<file path="src/issue_pkg.sv">
package issue_pkg;

    // architectural register file
    localparam int reg_addr_width = 5;
    localparam int reg_count      = 32;   // 2**reg_addr_width, r0 hardwired

    // functional unit numbering
    localparam int unit_width = 2;

    localparam logic [unit_width-1:0] unit_alu   = 2'd0;
    localparam logic [unit_width-1:0] unit_shift = 2'd1;
    localparam logic [unit_width-1:0] unit_mul   = 2'd2;
    localparam logic [unit_width-1:0] unit_load  = 2'd3;

    // cycles a destination stays pending after issue, per unit code
    // issue_valid cycle counts as the first one
    localparam int unit_latency [4] = '{
        1,      // alu
        2,      // shift
        3,      // mul
        5       // load
    };

    // one bit per cycle in flight
    // must cover the slowest unit above
    localparam int row_width = 5;

    // front end buffering
    localparam int queue_depth     = 4;
    localparam int queue_ptr_width = $clog2(queue_depth);

endpackage

</file>
<file path="src/instr_queue.sv">
`timescale 1ns/1ps

module instr_queue
    import issue_pkg::*;
(
    input  logic                      clock,
    input  logic                      reset,
    // strobe from the front end, fields valid only with it
    input  logic                      instr_valid,
    input  logic [unit_width-1:0]     instr_unit,
    input  logic [reg_addr_width-1:0] instr_src_a,
    input  logic [reg_addr_width-1:0] instr_src_b,
    input  logic [reg_addr_width-1:0] instr_dest_a,
    input  logic [reg_addr_width-1:0] instr_dest_b,
    input  logic                      instr_wr_a,
    input  logic                      instr_wr_b,
    input  logic                      pop,            // head issued this cycle
    // oldest entry
    output logic                      head_valid,
    output logic [unit_width-1:0]     head_unit,
    output logic [reg_addr_width-1:0] head_src_a,
    output logic [reg_addr_width-1:0] head_src_b,
    output logic [reg_addr_width-1:0] head_dest_a,
    output logic [reg_addr_width-1:0] head_dest_b,
    output logic                      head_wr_a,
    output logic                      head_wr_b,
    output logic                      queue_overflow  // sticky
);

    logic [queue_ptr_width-1:0] rd_ptr;
    logic [queue_ptr_width-1:0] wr_ptr;
    logic [queue_ptr_width:0]   count;      // 0 .. queue_depth
    logic                       full;
    logic                       push;
    logic                       take;

    // entry storage
    logic [unit_width-1:0]     unit_mem  [queue_depth];
    logic [reg_addr_width-1:0] src_a_mem [queue_depth];
    logic [reg_addr_width-1:0] src_b_mem [queue_depth];
    logic [reg_addr_width-1:0] dst_a_mem [queue_depth];
    logic [reg_addr_width-1:0] dst_b_mem [queue_depth];
    logic                      wr_a_mem  [queue_depth];
    logic                      wr_b_mem  [queue_depth];

    assign full = count[queue_ptr_width];   // depth is a power of two
    assign push = instr_valid & ~full;      // full queue drops, even when popping
    assign take = pop & head_valid;

    assign head_valid  = (count != '0);
    assign head_unit   = unit_mem[rd_ptr];
    assign head_src_a  = src_a_mem[rd_ptr];
    assign head_src_b  = src_b_mem[rd_ptr];
    assign head_dest_a = dst_a_mem[rd_ptr];
    assign head_dest_b = dst_b_mem[rd_ptr];
    assign head_wr_a   = wr_a_mem[rd_ptr];
    assign head_wr_b   = wr_b_mem[rd_ptr];

    always_ff @(posedge clock or negedge reset) begin
        if (!reset) begin
            rd_ptr         <= '0;
            wr_ptr         <= '0;
            count          <= '0;
            queue_overflow <= 1'b0;
        end else begin
            if (push) wr_ptr <= wr_ptr + queue_ptr_width'(1);
            if (take) rd_ptr <= rd_ptr + queue_ptr_width'(1);
            case ({push, take})
                2'b10:   count <= count + (queue_ptr_width + 1)'(1);
                2'b01:   count <= count - (queue_ptr_width + 1)'(1);
                default: count <= count;    // idle, or push and pop together
            endcase
            if (instr_valid && full) queue_overflow <= 1'b1;    // lost strobe
        end
    end

    // payload write, pointer picks the slot
    always_ff @(posedge clock) begin
        if (push) begin
            unit_mem[wr_ptr]  <= instr_unit;
            src_a_mem[wr_ptr] <= instr_src_a;
            src_b_mem[wr_ptr] <= instr_src_b;
            dst_a_mem[wr_ptr] <= instr_dest_a;
            dst_b_mem[wr_ptr] <= instr_dest_b;
            wr_a_mem[wr_ptr]  <= instr_wr_a;
            wr_b_mem[wr_ptr]  <= instr_wr_b;
        end
    end

endmodule

</file>
<file path="src/register_scoreboard.sv">
`timescale 1ns/1ps

module register_scoreboard
    import issue_pkg::*;
(
    input  logic                      clock,
    input  logic                      reset,
    // lookup port a, combinational
    input  logic [reg_addr_width-1:0] lookup_addr_a,
    output logic                      lookup_pending_a,
    output logic [unit_width-1:0]     lookup_unit_a,
    output logic [row_width-1:0]      lookup_row_a,
    // lookup port b
    input  logic [reg_addr_width-1:0] lookup_addr_b,
    output logic                      lookup_pending_b,
    output logic [unit_width-1:0]     lookup_unit_b,
    output logic [row_width-1:0]      lookup_row_b,
    output logic [reg_count-1:0]      pending_mask,   // all rows at once
    // claims from issue, shared unit and row
    input  logic [unit_width-1:0]     claim_unit,
    input  logic [row_width-1:0]      claim_row,
    input  logic [reg_addr_width-1:0] claim_addr_a,
    input  logic                      claim_en_a,
    input  logic [reg_addr_width-1:0] claim_addr_b,
    input  logic                      claim_en_b
);

    // per register state
    logic [reg_count-1:0]  pending;
    logic [unit_width-1:0] unit_q [reg_count];  // unit that will write it
    logic [row_width-1:0]  row_q  [reg_count];  // one bit, walks toward bit 0

    logic claim_ok_a;
    logic claim_ok_b;

    // r0 is never written back, so it never goes pending
    assign claim_ok_a = claim_en_a && (claim_addr_a != '0);
    assign claim_ok_b = claim_en_b && (claim_addr_b != '0);

    assign lookup_pending_a = pending[lookup_addr_a];
    assign lookup_unit_a    = unit_q[lookup_addr_a];
    assign lookup_row_a     = row_q[lookup_addr_a];

    assign lookup_pending_b = pending[lookup_addr_b];
    assign lookup_unit_b    = unit_q[lookup_addr_b];
    assign lookup_row_b     = row_q[lookup_addr_b];

    assign pending_mask = pending;

    always_ff @(posedge clock or negedge reset) begin
        if (!reset) begin
            pending <= '0;
            for (int i = 0; i < reg_count; i++) begin
                unit_q[i] <= '0;
                row_q[i]  <= '0;
            end
        end else begin
            // advance every row one stage
            for (int i = 0; i < reg_count; i++) begin
                row_q[i] <= row_q[i] >> 1;
                // bit 0 was the writeback cycle, row now empty
                if (row_q[i][row_width-1:1] == '0) begin
                    pending[i] <= 1'b0;
                    unit_q[i]  <= '0;
                end
            end

            // new claims win over the shift, later assignment takes effect
            if (claim_ok_a) begin
                pending[claim_addr_a] <= 1'b1;
                unit_q[claim_addr_a]  <= claim_unit;
                row_q[claim_addr_a]   <= claim_row;
            end
            // same register on both ports writes identical values
            if (claim_ok_b) begin
                pending[claim_addr_b] <= 1'b1;
                unit_q[claim_addr_b]  <= claim_unit;
                row_q[claim_addr_b]   <= claim_row;
            end
        end
    end

endmodule

</file>
<file path="src/hazard_issue_control.sv">
`timescale 1ns/1ps

module hazard_issue_control
    import issue_pkg::*;
(
    input  logic                      clock,
    input  logic                      reset,
    // queue head
    input  logic                      head_valid,
    input  logic [unit_width-1:0]     head_unit,
    input  logic [reg_addr_width-1:0] head_src_a,
    input  logic [reg_addr_width-1:0] head_src_b,
    input  logic [reg_addr_width-1:0] head_dest_a,
    input  logic [reg_addr_width-1:0] head_dest_b,
    input  logic                      head_wr_a,
    input  logic                      head_wr_b,
    // scoreboard answers
    input  logic                      lookup_pending_a,
    input  logic                      lookup_pending_b,
    input  logic [reg_count-1:0]      pending_mask,
    // scoreboard questions
    output logic [reg_addr_width-1:0] lookup_addr_a,
    output logic [reg_addr_width-1:0] lookup_addr_b,
    output logic                      pop,           // also the issue strobe
    // claim, doubles as the writeback load
    output logic [unit_width-1:0]     claim_unit,
    output logic [row_width-1:0]      claim_row,
    output logic [reg_addr_width-1:0] claim_addr_a,
    output logic                      claim_en_a,
    output logic [reg_addr_width-1:0] claim_addr_b,
    output logic                      claim_en_b,
    // registered issue record
    output logic                      issue_valid,
    output logic [unit_width-1:0]     issue_unit,
    output logic [reg_addr_width-1:0] issue_dest_a,
    output logic [reg_addr_width-1:0] issue_dest_b,
    output logic                      issue_wr_a,
    output logic                      issue_wr_b
);

    logic [row_width-1:0] resv;         // bit i set, writeback i cycles from now
    logic [row_width-1:0] resv_shift;   // same vector after this edge
    logic [row_width-1:0] slot_row;     // one-hot, bit L-1
    logic                 raw_hazard;
    logic                 waw_hazard;
    logic                 slot_hazard;
    logic                 issue_fire;

    assign lookup_addr_a = head_src_a;
    assign lookup_addr_b = head_src_b;

    // latency to one-hot row, bit L-1
    always_comb begin
        slot_row = '0;
        case (head_unit)
            unit_alu:   slot_row = row_width'(1) << (unit_latency[unit_alu] - 1);
            unit_shift: slot_row = row_width'(1) << (unit_latency[unit_shift] - 1);
            unit_mul:   slot_row = row_width'(1) << (unit_latency[unit_mul] - 1);
            unit_load:  slot_row = row_width'(1) << (unit_latency[unit_load] - 1);
        endcase
    end

    assign resv_shift = resv >> 1;

    // source still waiting on a writeback
    assign raw_hazard = lookup_pending_a | lookup_pending_b;

    // older write to the same destination not done yet
    assign waw_hazard = (head_wr_a & pending_mask[head_dest_a])
                      | (head_wr_b & pending_mask[head_dest_b]);

    // one writeback per cycle, slot taken by an older, slower instruction
    assign slot_hazard = |(resv_shift & slot_row);

    assign issue_fire = head_valid & ~raw_hazard & ~waw_hazard & ~slot_hazard;
    assign pop        = issue_fire;

    assign claim_unit   = head_unit;
    assign claim_row    = slot_row;
    assign claim_addr_a = head_dest_a;
    assign claim_addr_b = head_dest_b;
    assign claim_en_a   = issue_fire & head_wr_a;   // r0 filtered in the scoreboard
    assign claim_en_b   = issue_fire & head_wr_b;

    always_ff @(posedge clock or negedge reset) begin
        if (!reset) begin
            resv        <= '0;
            issue_valid <= 1'b0;
        end else begin
            resv        <= resv_shift | (issue_fire ? slot_row : '0);
            issue_valid <= issue_fire;
        end
    end

    // issue record, only meaningful with issue_valid
    always_ff @(posedge clock) begin
        if (issue_fire) begin
            issue_unit   <= head_unit;
            issue_dest_a <= head_dest_a;
            issue_dest_b <= head_dest_b;
            issue_wr_a   <= head_wr_a;
            issue_wr_b   <= head_wr_b;
        end
    end

endmodule

</file>
<file path="src/writeback_sequencer.sv">
`timescale 1ns/1ps

module writeback_sequencer
    import issue_pkg::*;
(
    input  logic                      clock,
    input  logic                      reset,
    // record of the instruction issuing now
    input  logic                      load,
    input  logic [row_width-1:0]      load_slot,    // one-hot, bit L-1
    input  logic [unit_width-1:0]     load_unit,
    input  logic [reg_addr_width-1:0] load_dest_a,
    input  logic [reg_addr_width-1:0] load_dest_b,
    input  logic                      load_wr_a,
    input  logic                      load_wr_b,
    // completion, straight from slot 0
    output logic                      wb_valid,
    output logic [unit_width-1:0]     wb_unit,
    output logic [reg_addr_width-1:0] wb_dest_a,
    output logic [reg_addr_width-1:0] wb_dest_b,
    output logic                      wb_wr_a,
    output logic                      wb_wr_b
);

    // slot i leaves as a writeback i edges from now
    logic [row_width-1:0]      slot_valid;
    logic [unit_width-1:0]     slot_unit  [row_width];
    logic [reg_addr_width-1:0] slot_dst_a [row_width];
    logic [reg_addr_width-1:0] slot_dst_b [row_width];
    logic                      slot_wr_a  [row_width];
    logic                      slot_wr_b  [row_width];

    always_ff @(posedge clock or negedge reset) begin
        if (!reset) begin
            slot_valid <= '0;
        end else begin
            // issue control keeps the loaded slot free after the shift
            slot_valid <= (slot_valid >> 1) | (load ? load_slot : '0);
        end
    end

    always_ff @(posedge clock) begin
        // move down one slot, top slot just goes stale
        for (int i = 0; i < row_width - 1; i++) begin
            slot_unit[i]  <= slot_unit[i+1];
            slot_dst_a[i] <= slot_dst_a[i+1];
            slot_dst_b[i] <= slot_dst_b[i+1];
            slot_wr_a[i]  <= slot_wr_a[i+1];
            slot_wr_b[i]  <= slot_wr_b[i+1];
        end
        // load overrides the shift into its slot
        for (int i = 0; i < row_width; i++) begin
            if (load && load_slot[i]) begin
                slot_unit[i]  <= load_unit;
                slot_dst_a[i] <= load_dest_a;
                slot_dst_b[i] <= load_dest_b;
                slot_wr_a[i]  <= load_wr_a;
                slot_wr_b[i]  <= load_wr_b;
            end
        end
    end

    assign wb_valid  = slot_valid[0];
    assign wb_unit   = slot_unit[0];
    assign wb_dest_a = slot_dst_a[0];
    assign wb_dest_b = slot_dst_b[0];
    assign wb_wr_a   = slot_wr_a[0];     // raw enables, r0 included
    assign wb_wr_b   = slot_wr_b[0];

endmodule

</file>
<file path="src/issue_unit_top.sv">
`timescale 1ns/1ps

module issue_unit_top
    import issue_pkg::*;
(
    input  logic                      clock,
    input  logic                      reset,
    // instruction strobe in
    input  logic                      instr_valid,
    input  logic [unit_width-1:0]     instr_unit,
    input  logic [reg_addr_width-1:0] instr_src_a,
    input  logic [reg_addr_width-1:0] instr_src_b,
    input  logic [reg_addr_width-1:0] instr_dest_a,
    input  logic [reg_addr_width-1:0] instr_dest_b,
    input  logic                      instr_wr_a,
    input  logic                      instr_wr_b,
    // issue side
    output logic                      issue_valid,
    output logic [unit_width-1:0]     issue_unit,
    output logic [reg_addr_width-1:0] issue_dest_a,
    output logic [reg_addr_width-1:0] issue_dest_b,
    output logic                      issue_wr_a,
    output logic                      issue_wr_b,
    // completion side
    output logic                      wb_valid,
    output logic [unit_width-1:0]     wb_unit,
    output logic [reg_addr_width-1:0] wb_dest_a,
    output logic [reg_addr_width-1:0] wb_dest_b,
    output logic                      wb_wr_a,
    output logic                      wb_wr_b,
    output logic                      queue_overflow
);

    // queue head to control
    logic                      head_valid;
    logic [unit_width-1:0]     head_unit;
    logic [reg_addr_width-1:0] head_src_a;
    logic [reg_addr_width-1:0] head_src_b;
    logic [reg_addr_width-1:0] head_dest_a;
    logic [reg_addr_width-1:0] head_dest_b;
    logic                      head_wr_a;
    logic                      head_wr_b;
    logic                      pop;

    // control and scoreboard
    logic [reg_addr_width-1:0] lookup_addr_a;
    logic [reg_addr_width-1:0] lookup_addr_b;
    logic                      lookup_pending_a;
    logic                      lookup_pending_b;
    logic [reg_count-1:0]      pending_mask;
    logic [unit_width-1:0]     claim_unit;
    logic [row_width-1:0]      claim_row;
    logic [reg_addr_width-1:0] claim_addr_a;
    logic [reg_addr_width-1:0] claim_addr_b;
    logic                      claim_en_a;
    logic                      claim_en_b;

    instr_queue u_queue (.*);

    hazard_issue_control u_control (.*);

    register_scoreboard u_scoreboard (
        .lookup_unit_a (),  // control needs only the pending bits
        .lookup_row_a  (),
        .lookup_unit_b (),
        .lookup_row_b  (),
        .*
    );

    // claim lines carry the record into its writeback slot
    writeback_sequencer u_writeback (
        .clock       (clock),
        .reset       (reset),
        .load        (pop),
        .load_slot   (claim_row),
        .load_unit   (claim_unit),
        .load_dest_a (claim_addr_a),
        .load_dest_b (claim_addr_b),
        .load_wr_a   (claim_en_a),
        .load_wr_b   (claim_en_b),
        .wb_valid    (wb_valid),
        .wb_unit     (wb_unit),
        .wb_dest_a   (wb_dest_a),
        .wb_dest_b   (wb_dest_b),
        .wb_wr_a     (wb_wr_a),
        .wb_wr_b     (wb_wr_b)
    );

endmodule

</file>
<file path="config.mk">
export PLATFORM = sky130hd
export DESIGN_NAME = issue_unit_top
export DESIGN_NICKNAME = d
export VERILOG_FILES = /design/src/issue_pkg.sv /design/src/instr_queue.sv /design/src/register_scoreboard.sv /design/src/hazard_issue_control.sv /design/src/writeback_sequencer.sv /design/src/issue_unit_top.sv
export SDC_FILE = /design/constraint.sdc
export NUM_CORES = 1
export LEC_CHECK = 0
export BUFFER_PORTS_ARGS = -buffer_cell sky130_fd_sc_hd__buf_2
export CAP_MARGIN = 20
export CORE_MARGIN = 2
export CORE_UTILIZATION = 60
export CTS_CLUSTER_DIAMETER = 150
export DETAILED_ROUTE_END_ITERATION = 8
export GPL_TIMING_DRIVEN = 0
export PLACE_DENSITY = 0.78
export SYNTH_ARGS = -nofsm -noshare
export SYNTH_HDL_FRONTEND = slang
export SYNTH_SLANG_ARGS = --single-unit
</file>
<file path="constraint.sdc">
create_clock -name clock -period 12.1 [get_ports clock]
set_input_delay 1.815 -clock clock [delete_from_list [all_inputs] [get_ports clock]]
set_output_delay 1.815 -clock clock [all_outputs]
set_load 0.01 [all_outputs]
</file>
Word level (Yosys, flattened, before mapping)
Memory sizes are Yosys's and may differ from the RTL's.
Index checks and enable logic that the tools add are counted.
{"block": "totals", "memories": 12, "ff_bits": 225, "mem_bits_rw": 166, "wordCells": 257, "latchBits": 0, "inputBits": 27, "romBits": 0}
{"block": "classes", "n_shift": 0, "n_eq_ne": 5, "order_cmp": 10, "n_addsub": 4, "n_reduce_logical": 50, "bitwise": 42, "div": 0, "n_mul": 0, "n_mux": 89}
{"name": "u_writeback.slot_dst_a", "depth": 5, "width": 5, "rd": 5, "rd_ports_with_merged_regs": 0, "wr": 5, "line_no": "writeback_sequencer.sv:28", "text": "logic [reg_addr_width-1:0] slot_dst_a [row_width];"}
{"name": "u_writeback.slot_dst_b", "depth": 5, "width": 5, "rd": 5, "rd_ports_with_merged_regs": 0, "wr": 5, "line_no": "writeback_sequencer.sv:29", "text": "logic [reg_addr_width-1:0] slot_dst_b [row_width];"}
{"name": "u_queue.dst_a_mem", "depth": 4, "width": 5, "rd": 1, "rd_ports_with_merged_regs": 0, "wr": 1, "line_no": "instr_queue.sv:41", "text": "logic [reg_addr_width-1:0] dst_a_mem [queue_depth];"}
{"name": "u_queue.dst_b_mem", "depth": 4, "width": 5, "rd": 1, "rd_ports_with_merged_regs": 0, "wr": 1, "line_no": "instr_queue.sv:42", "text": "logic [reg_addr_width-1:0] dst_b_mem [queue_depth];"}
{"name": "u_queue.src_a_mem", "depth": 4, "width": 5, "rd": 1, "rd_ports_with_merged_regs": 0, "wr": 1, "line_no": "instr_queue.sv:39", "text": "logic [reg_addr_width-1:0] src_a_mem [queue_depth];"}
{"name": "u_queue.src_b_mem", "depth": 4, "width": 5, "rd": 1, "rd_ports_with_merged_regs": 0, "wr": 1, "line_no": "instr_queue.sv:40", "text": "logic [reg_addr_width-1:0] src_b_mem [queue_depth];"}
{"name": "+6 memories"}
{"cell": "$bwmux 160", "n": 2}
{"cell": "$mux 160", "n": 2}
{"cell": "$logic_not 4->1", "n": 32}
{"cell": "$mux 32", "n": 2}
{"cell": "$or 32x32->32", "n": 2}
{"cell": "$mux 1", "n": 58}
{"cell": "$mux 5", "n": 11}
{"cell": "$demux 5 s5", "n": 2}
{"cell": "$lt 5x6->1 const B", "n": 4}
{"cell": "$bmux 1 s5", "n": 4}
{"cell": "$or 1x1->1 const A", "n": 20}
{"cell": "$pmux 5 s4", "n": 1}
{"cell": "$ge 6x6->1 const B", "n": 2}
{"cell": "$logic_and 1x1->1", "n": 12}
{"cell": "$lt 6x1->1 const B", "n": 2}
{"cell": "$not 5->6", "n": 2}
{"cell": "$demux 1 s5", "n": 2}
{"cell": "$ge 5x1->1 const B", "n": 2}
{"cell": "$or 4x5->5", "n": 2}
{"cell": "$reduce_bool 5->1", "n": 2}
{"cell": "$and 1x1->1", "n": 9}
{"cell": "$mux 2", "n": 4}
{"cell": "$eq 2x2->1 const B", "n": 3}
{"cell": "$pmux 3 s2", "n": 1}
{"cell": "other kinds (11)", "n": 17}

Logic depth before layout (Yosys ltp)
An unclocked memory read counts as a cell.
{"block": "logic_depth", "ltp_word": 13, "mapped_depth": 22, "ltp_nobuf": 15}

Modules after synthesis
A second synthesis with hierarchy kept.
{"block": "unflattened", "hier_cells": 1414, "hier_area_um2": 22151.2}
{"mod": "register_scoreboard", "instances": 1, "cells_each": 980, "area_each_um2": 14059.7, "seq_area_each_um2": 6406.1}
{"mod": "instr_queue", "instances": 1, "cells_each": 166, "area_each_um2": 3953.8, "seq_area_each_um2": 3083.0}
{"mod": "writeback_sequencer", "instances": 1, "cells_each": 157, "area_each_um2": 2698.8, "seq_area_each_um2": 1666.6}
{"mod": "hazard_issue_control", "instances": 1, "cells_each": 111, "area_each_um2": 1438.9, "seq_area_each_um2": 545.5}

Worst setup path before layout
Ideal clock, no wire load.
{"block": "synth_timing", "path_kind": "flip-flop to flip-flop", "start": "register u_queue.rd_ptr[0]", "end": "register u_queue.count[2]", "arrival_ps": 4088, "slack_ps": 7932, "stages_incl_launch_ff": 19, "period_less_slack_ps": 4168, "path_cell_list": "dfrtp_1 -> buf_6 -> mux4_2 -> inv_2 -> mux4_1 -> mux2_2 -> nand3b_1 -> nand4_1 -> nor4_1 -> nand2_1 -> clkbuf_1 -> clkbuf_1 -> inv_1 -> ha_1 -> inv_1 -> fa_1 -> xor2_1 -> nor2_1 -> xor2_1"}
{"block": "synth_between", "elab_chain_len": 11, "word_cells_on_any_way": 37, "classes_between": "5 x eq/ne; 10 x mux; 12 x bitwise; 3 x reduce/logical; 7 x memory"}
{"item": "from (decl)", "line_no": "instr_queue.sv:30", "text": "logic [queue_ptr_width-1:0] rd_ptr;"}
{"item": "from (signal assigned)", "line_no": "instr_queue.sv:67", "text": "if (take) rd_ptr <= rd_ptr + queue_ptr_width'(1);"}
{"item": "$mem_v2 4x5, on equally long branches"}
{"item": "$bmux 1 s5, on equally long branches"}
{"item": "$mux 1, on equally long branches"}
{"item": "$or 1x1->1, or another cell as far along", "line_no": "hazard_issue_control.sv:66", "text": "assign raw_hazard = lookup_pending_a | lookup_pending_b;"}
{"item": "$not 1->1 / $or 1x1->1 (equally long branches)", "line_no": "hazard_issue_control.sv:75, hazard_issue_control.sv:70"}
{"item": "$and 1x1->1 / $not 1->1 (equally long branches)", "line_no": "hazard_issue_control.sv:75", "text": "assign issue_fire = head_valid & ~raw_hazard & ~waw_hazard & ~slot_hazard;"}
{"item": "$and 1x1->1", "line_no": "hazard_issue_control.sv:75"}
{"item": "$and 1x1->1 (*)", "line_no": "hazard_issue_control.sv:75"}
{"item": "$and 1x1->1 (*)", "line_no": "instr_queue.sv:48", "text": "assign take = pop & head_valid;"}
{"item": "via u_queue.take", "line_no": "instr_queue.sv:35", "text": "logic take;"}
{"item": "$eq 2x1->1 / $eq 2x2->1 (equally long branches)", "line_no": "instr_queue.sv:68", "text": "case ({push, take})"}
{"item": "$pmux 3 s2 / $reduce_bool 2->1 (equally long branches)"}
{"item": "to (signal assigned)", "line_no": "instr_queue.sv:69", "text": "2'b10: count <= count + (queue_ptr_width + 1)'(1);"}
{"item": "to (signal assigned)", "line_no": "instr_queue.sv:70", "text": "2'b01: count <= count - (queue_ptr_width + 1)'(1);"}
{"item": "to (signal assigned)", "line_no": "instr_queue.sv:71", "text": "default: count <= count;"}
{"item": "to (decl)", "line_no": "instr_queue.sv:32", "text": "logic [queue_ptr_width:0] count;"}
The timed path passes the listed nets; every way through them passes the cells marked *. The select of a mux whose other input is x is not followed.
A chain may end at the register's enable or synchronous reset.

Worst setup path in the final report
{"block": "layout_timing", "start": "register u_queue.rd_ptr[1]", "end": "register u_queue.count[2]"}
{"block": "layout_between", "word_cells_on_any_way": 37, "classes_between": "5 x eq/ne; 10 x mux; 12 x bitwise; 3 x reduce/logical; 7 x memory"}
{"item": "$mem_v2 4x2 (*)"}
{"item": "via claim_unit[1]", "line_no": "issue_unit_top.sv:51", "text": "logic [unit_width-1:0] claim_unit;"}
{"item": "$eq 2x2->1, or another cell as far along", "line_no": "hazard_issue_control.sv:55", "text": "case (head_unit)"}
{"item": "$pmux 5 s4 (*)", "line_no": "hazard_issue_control.sv:55"}
{"item": "$and 4x5->5 (*)", "line_no": "hazard_issue_control.sv:73", "text": "assign slot_hazard = |(resv_shift & slot_row);"}
{"item": "$reduce_or 5->1 (*)", "line_no": "hazard_issue_control.sv:73"}
{"item": "$not 1->1 (*)", "line_no": "hazard_issue_control.sv:75"}
{"item": "$and 1x1->1 (*)", "line_no": "hazard_issue_control.sv:75"}
{"item": "$and 1x1->1 (*)", "line_no": "instr_queue.sv:48"}
{"item": "via u_queue.take", "line_no": "instr_queue.sv:35"}
{"item": "$eq 2x1->1 / $eq 2x2->1 (equally long branches)", "line_no": "instr_queue.sv:68"}
{"item": "$pmux 3 s2 / $reduce_bool 2->1 (equally long branches)"}
Marked as above.

==> flow_summary.yaml <==
setup_path:
  crit_path_cell_trace: "buf_2, buf_2, mux4_1, nor2b_1, a21oi_1, o21ai_0, a31oi_1, nand4_1, nor4_1, nand2_1, clkbuf_1, clkbuf_1, inv_1, ha_1, inv_1, fa_1, xor2_1, nor2_1, xor2_1"
  crit_type: "reg2reg"
  critPathRequiredTime_ps: 12540
  end_kind: "flop"
  slowest_stage: "nor4_1"
  critPathMaxFanout: 10
  crit_path_max_incr_delay_ps: 820
  arrival_ps: 6030
  startpoint_type: "flop"
floorplan:
  die_y_um: 159
  die_x_um: 159
  start_util: 0.614
  fp.dieArea_mm2: 0.0254
  ios: 58
  num_rows: 56
  core_mm2: 0.0236
synth:
  synth_ff_type: "dfrtp_1"
  synth_area_per_cell_um2: 14.6
  yosys.area.top_type_share: 0.300
  synth.largest_area_cell: "dfrtp_1"
  synth_cell_types: 57
  synth_edf_count: 124
  synth_seq_area_share: 0.634
  ys_ff_latch: 354
  synth_common_cells: "dfrtp_1 (174), edfxtp_1 (124), mux2_2 (92)"
  syn_nets: 1025
  synth_cells: 992
  synth_area_leaders: "dfrtp_1 (30%), edfxtp_1 (26%), dfxtp_1 (7.7%), mux2_2 (7.1%), mux2i_1 (3.3%)"
  netlist_area_mm2: 0.0145
  ys_async_sr_fraction: 0.492
  yosysMostFrequentCell: "dfrtp_1"
  yosysWarningCount: 0
timing:
  fin_worst_skew_ps: 16.0
  setup_tns_ps: 0
  fin_crit_sh: 0.462
  max_slew.worst_pin.slew_ps: 927
  maxSlewHeadroom: 0.376
  maxSlewViolCount: 0
  period_needed_ps: 5590
  setup_viol: 0
  max_freq_mhz: 179
  grt_setup_unrepaired: "false"
  hold_violations: 0
global_routing:
  grt_max_degree: 124
  grtUsageTotal: 0.260
  grt_overflow_total: 0
  grt_pass1_wl_um: 51100
  grt_pass1_vias: 8993
  antenna_found_initial: 0
run:
  cap_violations: 0
routing:
  drc_errors: 0
  vias_per_cell: 6.10
  postRouteAntennaNets: 0
  wl_um: 32300
  vias: 8761
  wire_per_inst_um: 22.5
  firstDrtPassIters: 5
  drtIter0Drc: 709
layout:
  final_nets: 1125
  areaGrowthSynthToFinish_pct: 13.6
  drive_gt1_frac: 0.272
  multi_input_area_mm2: 0.00485
  seq_area_mm2: 0.00920
  diodes: 0
  final.fill_count: 1557
cts:
  cts_root_buf: "clkbuf_16"
  clock_path_buffers: 3
  cts_sinks: 354
  htree_levels: 2
  cts_tree: "built"
  insertion_delay_ps: 520
  cts_resized: 0
  cts_made_buffers: 36
  cts_setup_buffers: 0
  clkTransAtPathRegs_ps: 60
  ctsHoldBuffers: 0
placed_design:
  io_buffers: 57
  place.gp.congestion: 0.956
  hpwl_um: 22200
power:
  p_leak_nw: 6.82
  peakVddDrop_mv: 0.187
  powerDensity_mw_per_mm2: 289
  power_mw: 4.77
outcome:
  status: "completed"
hold_path:
  hp-class: "reg2reg"
-- layout make-up --
cell class / instances / area share
flip-flops and latches: 354 / 0.558
multi-input cells: 553 / 0.294
clock buffers: 48 / 0.0605
repair buffers: 62 / 0.0263
plain buffers: 72 / 0.0246
well taps: 319 / 0.0242
clock inverters: 16 / 0.00866
inverters: 13 / 0.00296
-- flip-flops by register name (all words and copies together), names as in the netlist, 2 cells and up --
signal,count
u_control.issue_dest_a,5
u_control.issue_dest_b,5
u_control.issue_unit,2
u_queue.count,3
u_queue.dst_a_mem,20
u_queue.dst_b_mem,20
u_queue.rd_ptr,2
u_queue.src_a_mem,20
u_queue.src_b_mem,20
u_queue.unit_mem,8
u_queue.wr_a_mem,4
u_queue.wr_b_mem,4
u_queue.wr_ptr,2
u_scoreboard.pending_mask,32
u_scoreboard.row_q,128
u_writeback.slot_dst_a,25
u_writeback.slot_dst_b,25
u_writeback.slot_unit,10
u_writeback.slot_valid,4
u_writeback.slot_wr_a,5
u_writeback.slot_wr_b,5
-- metrics by stage --
step | instance area [um2] | worst slack, ps | instances | util | hold slack, ps
finish | 16500 | 6510 | 1437 | 0.698 | 334
global placement | 15200 | 6600 | 1368 | 0.643 | 324
detailed placement | 15300 | 6700 | 1373 | 0.649 | 328
floorplan | 14500 | 7930 | 992 | - | 323
global route | 16500 | 6180 | 1437 | 0.698 | 348
CTS | 16500 | 6660 | 1437 | 0.698 | 340
-- layer usage --
metal / vias to the layer above / routed length [um] / global-route usage
met5: - / 0 / 0
met4: 0 / 1070 / 0.0955
met3: 81 / 2110 / 0.0391
met2: 344 / 15400 / 0.417
met1: 4417 / 13800 / 0.365
li1: 3919 / - / -
-- path summary, 6_finish.rpt --
check | end | slack (ps) | startpoint | depth (start not counted)
setup / recovery | u_queue.count[2] | 6510 | u_queue.rd_ptr[1] | 19
hold / removal | u_writeback.slot_dst_a[0][19] | 330 | u_writeback.slot_dst_a[0][24] | 0
setup reg to reg | u_queue.count[2] | 6510 | u_queue.rd_ptr[1] | 19
hold reg to reg | u_writeback.slot_dst_a[0][19] | 330 | u_writeback.slot_dst_a[0][24] | 0
max in group asynchronous | u_scoreboard.row_q[122] | 9960 | reset | 2
min in group asynchronous | u_scoreboard.row_q[7] | 1220 | reset | 1
-- cells in the final DEF, fill, tap and decap left out, types with 4 or more instances in the layout --
| cell type | Yosys | final |
|---|---|---|
| a22oi_1 | 35 | 35 |
| inv_1 | 10 | 10 |
| and3_1 | 6 | 6 |
| buf_2 | 15 | 71 |
| o31ai_1 | 32 | 32 |
| o21a_1 | 8 | 8 |
| and2_1 | 10 | 10 |
| dfrtp_1 | 174 | 174 |
| mux4_2 | 20 | 20 |
| dfxtp_1 | 56 | 56 |
| mux4_1 | 6 | 6 |
| o41ai_1 | 32 | 32 |
| nor2b_1 | 39 | 39 |
| buf_4 | 17 | 17 |
| clkinv_1 | 2 | 6 |
| nand3_1 | 5 | 5 |
| buf_16 | 0 | 5 |
| nand2b_1 | 4 | 4 |
| clkbuf_16 | 0 | 36 |
| nor3b_1 | 5 | 5 |
| nand4_1 | 4 | 4 |
| clkbuf_8 | 0 | 5 |
| buf_6 | 7 | 7 |
| or2_2 | 5 | 5 |
| mux2i_1 | 48 | 48 |
| ha_1 | 5 | 5 |
| mux2_2 | 92 | 92 |
| clkinv_2 | 0 | 7 |
| nor3_2 | 4 | 4 |
| nor3_1 | 7 | 7 |
| nand2_1 | 27 | 27 |
| nor2_1 | 47 | 47 |
| mux2_4 | 7 | 7 |
| nor3_4 | 20 | 20 |
| edfxtp_1 | 124 | 124 |
| o21ai_0 | 46 | 46 |
| clkbuf_1 | 30 | 37 |
| a21oi_1 | 7 | 7 |
-- critical path: cells and delay by family, from the launching register on --
kind / cells / cell delay, ps
xor gates and xnor gates: 2 / 310
adders and majority gates: 2 / 580
AOI/OAI and AO/OA: 3 / 640
buffers and inverters: 6 / 1510
DFF: 1 / 330
and+or+nand+nor: 5 / 1610
muxes: 1 / 500
-- cells by family after synthesis --
family                     count (synthesis)  synth area share
DFF                                      354             0.634
other                                      1          0.000259
adders and majority gates                  6           0.00570
muxes                                    174             0.155
AOI/OAI and AO/OA                        175            0.0846
and+or+nand+nor                          191            0.0856
xor gates and xnor gates                   6           0.00362
buffers and inverters                     85            0.0313
-- power breakdown --
part | total (mW) | leakage, nW | internal (mW) | switching (mW)
logic | 2.07 | 2.26 | 0.665 | 1.41
registers | 1.63 | 4.00 | 1.54 | 0.0932
clock network | 1.06 | 0.561 | 0.623 | 0.438
Power figures use the tool's default switching activity.
